[src/hw/bridgePkg.sv]
`default_nettype none

package bridgePkg;

	typedef logic [15:0] memAddr_t;
	typedef logic [15:0] memWord_t;
	typedef logic [7:0] uartByte_t;

	// Device behind a request
	typedef enum logic [1:0] {
		TargetUart,
		TargetRam1,
		TargetRam2
	} target_t;

	typedef struct packed {
		target_t target;
		logic write;
		memAddr_t addr;
		memWord_t data;
	} busReq_t;

	// Outputs to one SRAM chip, strobes active low
	typedef struct packed {
		memAddr_t addr;
		memWord_t wdata;
		logic drive;
		logic enN;
		logic oeN;
		logic weN;
	} sramPins_t;

	typedef struct packed {
		uartByte_t wdata;
		logic drive;
		logic rdN;
		logic wrN;
	} uartPins_t;

	localparam memAddr_t uartAddr = 16'hBF00;

endpackage

`default_nettype wire

[src/hw/requestDecoder.sv]
`timescale 1ns/1ns
`default_nettype none

module requestDecoder import bridgePkg::*; (
	input wire logic clk,
	input wire logic rst,
	input wire logic reqStrobe,
	input wire logic reqWrite,
	input wire memAddr_t reqAddr,
	input wire memWord_t reqData,
	input wire logic full,
	output logic push,
	output busReq_t pushReq
);

	target_t target;
	logic accept;

	////////////////////
	// Address map

	always_comb begin
		if (reqAddr == uartAddr) begin
			target = TargetUart;
		end else if (reqAddr[15]) begin
			target = TargetRam1;
		end else begin
			target = TargetRam2;
		end
	end

	// Strobes seen while the queue is full are lost
	assign accept = reqStrobe && !full;

	////////////////////
	// Request register

	always_ff @(posedge clk or negedge rst) begin
		if (!rst) begin
			push <= 1'b0;
		end else begin
			push <= accept;
		end
	end

	always_ff @(posedge clk) begin
		if (accept) begin
			pushReq.target <= target;
			pushReq.write <= reqWrite;
			pushReq.addr <= reqAddr;
			pushReq.data <= reqData;
		end
	end

endmodule

`default_nettype wire

[src/hw/requestFifo.sv]
`timescale 1ns/1ns
`default_nettype none

module requestFifo import bridgePkg::*; #(
	parameter int fifoDepth = 4
) (
	input wire logic clk,
	input wire logic rst,
	input wire logic push,
	input wire busReq_t pushReq,
	input wire logic pop,
	output busReq_t head,
	output logic full,
	output logic empty
);

	// Depth is a power of two, at least 2, so the pointers wrap by themselves
	localparam int ptrW = $clog2(fifoDepth);

	typedef logic [ptrW-1:0] ptr_t;
	typedef logic [ptrW:0] count_t;

	busReq_t slots [fifoDepth];
	ptr_t wrPtr;
	ptr_t rdPtr;
	count_t count;
	count_t nextCount;
	logic doPush;
	logic doPop;

	assign doPush = push && (count != count_t'(fifoDepth));
	assign doPop = pop && !empty;

	always_comb begin
		case ({doPush, doPop})
			2'b10: nextCount = count + 1'b1;
			2'b01: nextCount = count - 1'b1;
			default: nextCount = count;
		endcase
	end

	always_ff @(posedge clk or negedge rst) begin
		if (!rst) begin
			wrPtr <= '0;
			rdPtr <= '0;
			count <= '0;
			full <= 1'b0;
			empty <= 1'b1;
		end else begin
			if (doPush) begin
				wrPtr <= wrPtr + 1'b1;
			end
			if (doPop) begin
				rdPtr <= rdPtr + 1'b1;
			end
			count <= nextCount;
			// Raised one slot early, the decoder may still have a push in flight
			full <= nextCount >= count_t'(fifoDepth - 1);
			empty <= nextCount == '0;
		end
	end

	always_ff @(posedge clk) begin
		if (doPush) begin
			slots[wrPtr] <= pushReq;
		end
	end

	assign head = slots[rdPtr];

endmodule

`default_nettype wire

[src/hw/busController.sv]
`timescale 1ns/1ns
`default_nettype none

module busController import bridgePkg::*; #(
	parameter int stepCycles = 2
) (
	input wire logic clk,
	input wire logic rst,
	input wire logic empty,
	input wire busReq_t head,
	input wire memWord_t ram1Rdata,
	input wire memWord_t ram2Rdata,
	input wire uartByte_t uartRdata,
	input wire logic dataReady,
	input wire logic tbre,
	input wire logic tsre,
	output logic pop,
	output sramPins_t ram1,
	output sramPins_t ram2,
	output uartPins_t uart,
	output logic respDone,
	output memWord_t respData
);

	localparam int cntW = (stepCycles > 1) ? $clog2(stepCycles) : 1;

	typedef enum logic [4:0] {
		Idle,
		RamRead1, RamRead2, RamRead3,
		RamWrite1, RamWrite2, RamWrite3,
		UartWLoad1, UartWStrobe1, UartWTbre1, UartWTsre1,
		UartWLoad2, UartWStrobe2, UartWTbre2, UartWTsre2,
		UartRWait1, UartRStrobe1, UartRRelease1,
		UartRWait2, UartRStrobe2, UartRRelease2
	} ctrlState_t;

	ctrlState_t state;
	ctrlState_t nextState;
	logic [cntW-1:0] stepCnt;
	logic stepEnd;
	logic done;
	busReq_t req;
	uartByte_t hiByte;
	memWord_t rdWord;

	////////////////////
	// Step timing

	assign stepEnd = stepCnt == cntW'(stepCycles - 1);
	assign pop = (state == Idle) && stepEnd && !empty;
	// Last step of any request
	assign done = stepEnd && (state != Idle) && (nextState == Idle);

	always_comb begin
		nextState = state;
		case (state)
			Idle: begin
				if (!empty) begin
					if (head.target == TargetUart) begin
						nextState = head.write ? UartWLoad1 : UartRWait1;
					end else begin
						nextState = head.write ? RamWrite1 : RamRead1;
					end
				end
			end
			RamRead1: nextState = RamRead2;
			RamRead2: nextState = RamRead3;
			RamRead3: nextState = Idle;
			RamWrite1: nextState = RamWrite2;
			RamWrite2: nextState = RamWrite3;
			RamWrite3: nextState = Idle;
			// High byte first
			UartWLoad1: nextState = UartWStrobe1;
			UartWStrobe1: nextState = UartWTbre1;
			UartWTbre1: nextState = tbre ? UartWTsre1 : UartWTbre1;
			UartWTsre1: nextState = tsre ? UartWLoad2 : UartWTsre1;
			UartWLoad2: nextState = UartWStrobe2;
			UartWStrobe2: nextState = UartWTbre2;
			UartWTbre2: nextState = tbre ? UartWTsre2 : UartWTbre2;
			UartWTsre2: nextState = tsre ? Idle : UartWTsre2;
			UartRWait1: nextState = dataReady ? UartRStrobe1 : UartRWait1;
			UartRStrobe1: nextState = UartRRelease1;
			UartRRelease1: nextState = UartRWait2;
			UartRWait2: nextState = dataReady ? UartRStrobe2 : UartRWait2;
			UartRStrobe2: nextState = UartRRelease2;
			UartRRelease2: nextState = Idle;
			default: nextState = Idle;
		endcase
	end

	always_ff @(posedge clk or negedge rst) begin
		if (!rst) begin
			state <= Idle;
			stepCnt <= '0;
			respDone <= 1'b0;
		end else begin
			respDone <= done;
			if (stepEnd) begin
				stepCnt <= '0;
				state <= nextState;
			end else begin
				stepCnt <= stepCnt + 1'b1;
			end
		end
	end

	////////////////////
	// Request and read data

	always_ff @(posedge clk) begin
		if (pop) begin
			req <= head;
		end
		if (stepEnd) begin
			case (state)
				RamRead2: rdWord <= (req.target == TargetRam1) ? ram1Rdata : ram2Rdata;
				UartRStrobe1: hiByte <= uartRdata;
				UartRStrobe2: rdWord <= {hiByte, uartRdata};
				default: ;
			endcase
		end
		// Word is published together with respDone
		if (done && !req.write) begin
			respData <= rdWord;
		end
	end

	////////////////////
	// Pin decode

	function automatic sramPins_t ramPins(input logic sel, input ctrlState_t st,
			input busReq_t r);
		sramPins_t p;
		logic active;
		active = sel && (st inside {RamRead1, RamRead2, RamRead3,
			RamWrite1, RamWrite2, RamWrite3});
		p.addr = r.addr;
		p.wdata = r.data;
		p.drive = active && r.write;
		p.enN = !active;
		p.oeN = !(active && st == RamRead2);
		p.weN = !(active && st == RamWrite2);
		return p;
	endfunction

	assign ram1 = ramPins(req.target == TargetRam1, state, req);
	assign ram2 = ramPins(req.target == TargetRam2, state, req);

	always_comb begin
		uart.wdata = (state inside {UartWLoad2, UartWStrobe2}) ? req.data[7:0] : req.data[15:8];
		uart.drive = state inside {UartWLoad1, UartWStrobe1, UartWLoad2, UartWStrobe2};
		uart.rdN = !(state inside {UartRStrobe1, UartRStrobe2});
		uart.wrN = !(state inside {UartWStrobe1, UartWStrobe2});
	end

endmodule

`default_nettype wire

[src/hw/memBridge.sv]
`timescale 1ns/1ns
`default_nettype none

module memBridge import bridgePkg::*; #(
	parameter int stepCycles = 2,
	parameter int fifoDepth = 4
) (
	input wire logic clk,
	input wire logic rst,
	// Processor side
	input wire logic reqStrobe,
	input wire logic reqWrite,
	input wire memAddr_t reqAddr,
	input wire memWord_t reqData,
	output logic busy,
	output logic respDone,
	output memWord_t respData,
	// Board side
	output sramPins_t ram1,
	input wire memWord_t ram1Rdata,
	output sramPins_t ram2,
	input wire memWord_t ram2Rdata,
	output uartPins_t uart,
	input wire uartByte_t uartRdata,
	input wire logic dataReady,
	input wire logic tbre,
	input wire logic tsre
);

	logic push;
	busReq_t pushReq;
	busReq_t head;
	logic full;
	logic empty;
	logic pop;

	assign busy = full;

	requestDecoder i_requestDecoder (
		.clk(clk),
		.rst(rst),
		.reqStrobe(reqStrobe),
		.reqWrite(reqWrite),
		.reqAddr(reqAddr),
		.reqData(reqData),
		.full(full),
		.push(push),
		.pushReq(pushReq)
	);

	requestFifo #(
		.fifoDepth(fifoDepth)
	) i_requestFifo (
		.clk(clk),
		.rst(rst),
		.push(push),
		.pushReq(pushReq),
		.pop(pop),
		.head(head),
		.full(full),
		.empty(empty)
	);

	busController #(
		.stepCycles(stepCycles)
	) i_busController (
		.clk(clk),
		.rst(rst),
		.empty(empty),
		.head(head),
		.ram1Rdata(ram1Rdata),
		.ram2Rdata(ram2Rdata),
		.uartRdata(uartRdata),
		.dataReady(dataReady),
		.tbre(tbre),
		.tsre(tsre),
		.pop(pop),
		.ram1(ram1),
		.ram2(ram2),
		.uart(uart),
		.respDone(respDone),
		.respData(respData)
	);

endmodule

`default_nettype wire

[config.mk]
export PLATFORM = sky130hd
export DESIGN_NAME = memBridge
export DESIGN_NICKNAME = d
export VERILOG_FILES = /design/src/hw/bridgePkg.sv /design/src/hw/requestDecoder.sv /design/src/hw/requestFifo.sv /design/src/hw/busController.sv /design/src/hw/memBridge.sv
export SDC_FILE = /design/constraint.sdc
export NUM_CORES = 1
export LEC_CHECK = 0
export BUFFER_PORTS_ARGS = -buffer_cell sky130_fd_sc_hd__buf_2
export CAP_MARGIN = 20
export CORE_MARGIN = 4
export CORE_UTILIZATION = 40
export CTS_CLUSTER_SIZE = 16
export DETAILED_ROUTE_END_ITERATION = 7
export HOLD_SLACK_MARGIN = 0.02
export PLACE_DENSITY = 0.69
export REMOVE_ABC_BUFFERS = 1
export SYNTH_ARGS = -nofsm -noshare
export SYNTH_HDL_FRONTEND = slang
export SYNTH_SLANG_ARGS = --single-unit
[constraint.sdc]
create_clock -name clk -period 7.2 [get_ports clk]
set_input_delay 1.44 -clock clk [delete_from_list [all_inputs] [get_ports clk]]
set_output_delay 1.44 -clock clk [all_outputs]
set_load 0.02 [all_outputs]
==> reports/results.ini <==
[layout]
nets = 788
n_fill_cell = 2197
area_growth_syn_to_layout_pct = 15.96
diodes = 0
drive_above_1_share_pct = 38.56

[sta]
max_freq_mhz = 241.6
hold_viol_final = 0
layout_min_cycle_time_ps = 4139
hold_slack_ps = 417.9
finClkSkew_ps = 20.12
worst_pin_slew_ps = 1130
rsz0062_at_grt = false
relSlewSlack_pct = 24.33
finalMaxSlewViolations = 0
fin_crit_sh_pct = 57.49
setup_tns_ps = 0
setup_viol = 0

[clocking]
cts_sinks = 267
htreeDepth = 1
ctsHoldBuffers = 0
numCtsBuffers = 27
clk_pin_slew_ps = 60
tritoncts = done
clkLatencyLatePin_ps = 540
postCtsResizedCells = 0
cts_setup_buffers = 0
cts_buffer_depth = 3
clockRootBuffer = clkbuf_16

[logic_synthesis]
ys.warnings.count = 0
syn-cell-area_um2 = 10530
synth.most_common_cell = edfxtp_1
synth_commonest_cells = 250 x edfxtp_1, 64 x buf_4, 34 x mux4_2
syn_inst = 578
synth.top_cell.area_share_pct = 71.30
synth_area_per_cell_um2 = 18.22
synthFlopType = edfxtp_1
yosysSeqAreaShare_pct = 75.35
synth_seq_cells = 267
synth-edff-count = 250
synth_cell_types = 49
async_flop_share_pct = 6.367
synth_area_leaders = edfxtp_1 71%, mux4_2 7.3%, buf_4 4.6%
synth_top_cell_by_area = edfxtp_1

[placement]
hpwl_mm = 11.90
portBuffers = 179
gp_congestion = 0.8479

[worst_setup_path]
cp-startpoint = i_busController.state[0]
crit_required_ps = 5760
crit_path_end = uart[7]
path_class = reg2out
crit_path_end_kind = primary output
reg2reg_to = i_requestFifo.empty
cp-start-kind = flop
arrival_ps = 2700
critical_path_peak_fanout = 20
reg2reg_depth = 9
r2r_slack_ps = 3850
r2r_start = i_busController.state[3]

[routing]
ant_nets = 0
avgViaCountPerCell = 4.942
wire_per_inst_um = 18.02
drcViolationCount = 0
vias = 5219
drt-pass1-iter-count = 4
drt_first_iter_violations = 410
routed_wl_mm = 19.03

[die]
dieArea_um2 = 28980
die_h_um = 170.2
pin_count = 180
core.rowCount = 59
initial_core_util_pct = 40.52
core_area_um2 = 25980
die_width_um = 170.2

[global_routing]
grt-ovfl-total = 0
grt_pass1_vias = 5196
antenna_found_initial = 0
track_usage_pct = 12.75
grt_pass1_wl_mm = 28.82
grt_max_degree = 39

[pwr]
p_per_area_nw_per_um2 = 359.7
peakVddDrop_uv = 180.6
leakagePower_nw = 4.324

[flow_run]
max_cap_violations = 0

[hold_path]
hp-class = reg2reg
min_path_cells = 0

[outcome]
status = complete, no violations

## placed cells by master, fill, tap and decap left out, drive strengths merged, types with 7 or more instances in the layout
| cell | count |
|---|---|
| mux2i | 17 |
| nand2 | 29 |
| o21ai | 27 |
| dfrtp | 16 |
| nor2 | 12 |
| clkbuf | 31 |
| nand3 | 7 |
| buf | 185 |
| clkinv | 10 |
| and2 | 7 |
| mux2 | 8 |
| edfxtp | 250 |
| mux4 | 35 |
| inv | 13 |
## report_power, final
| group | leakage, nW | total (mW) | internal, mW | switching (mW) |
|---|---|---|---|---|
| clock | 0.429 | 1.38 | 0.832 | 0.550 |
| sequential | 2.48 | 2.15 | 1.99 | 0.159 |
| combinational | 1.41 | 0.860 | 0.383 | 0.477 |
| total | 4.32 | 4.39 | 3.21 | 1.19 |
## per-stage QoR
stage                     utilization [%]  power, mW  setup slack (ps)  instance area [um^2]  std cells
after floorplan                         -      2.765              2819                  9942        489
after global placement              43.57      3.047              3650                 11320       1009
after detailed placement            43.57      3.060              3595                 11320       1009
after CTS                           46.99      4.468              2995                 12210       1056
after global routing                46.99      4.626              2883                 12210       1056
final                               46.99      4.392              3061                 12210       1056
## sequential cells by signal, indices dropped and copies added (netlist names), 2 cells and up
register                  count
i_requestFifo.slots         140
i_requestDecoder.pushReq     35
i_busController.ram1         32
i_busController.rdWord       16
i_busController.respData     16
i_busController.hiByte        8
i_busController.state         5
i_busController.req           3
i_requestFifo.count           3
i_requestFifo.rdPtr           2
i_requestFifo.wrPtr           2
## cells by family (layout without fill, tap and decap cells)
logic type | count (synthesis) | count (layout) | share of synthesized area [%]
buffers and inverters | 101 | 244 | 6.001
xor gates and xnor gates | 7 | 7 | 0.5823
DFF | 267 | 267 | 75.35
muxes | 60 | 60 | 9.994
adders and majority gates | 6 | 6 | 0.7843
AOI/OAI and AO/OA | 47 | 47 | 2.602
and+or+nand+nor | 90 | 90 | 4.682
## worst max-delay path, cell delays in order, from the launching register on
cell and delay [ps]:
dfrtp_1 580, and2_1 310, nor2b_1 170, o21ai_1 300
buf_4 300, mux2_2 350, buf_2 160
## final cells by class
class	count	area, um^2	share of cell area [%]
Clock inverter	16	197.7	1.619
Clock buffer	31	690.7	5.657
Sequential cell	267	7936	65.00
Tap cell	335	419.2	3.433
Inverter	12	45.04	0.3689
Timing Repair Buffer	185	940.9	7.707
Multi-Input combinational cell	210	1979	16.21
## worst min path at each step
stage	slack, ps	to	startpoint
5_1_grt	420	i_busController.respData[14]	i_busController.rdWord[14]
3_3_place_gp	400	i_busController.respData[8]	i_busController.rdWord[8]
6_report	420	i_busController.respData[8]	i_busController.rdWord[8]
3_5_place_dp	410	i_busController.respData[14]	i_busController.rdWord[14]
4_1_cts	420	i_busController.respData[14]	i_busController.rdWord[14]
2_1_floorplan	400	i_busController.respData[0]	i_busController.rdWord[0]
## layer usage
metal / part of all wire [%] / global-route usage [%] / vias up
met5: 0 / 0 / -
met4: 2.1 / 2.951 / 0
met3: 7.6 / 2.207 / 31
met2: 48 / 21.54 / 216
met1: 42 / 17.46 / 2554
li1: - / - / 2418
Note: power is estimated with default switching activity, not from simulation.
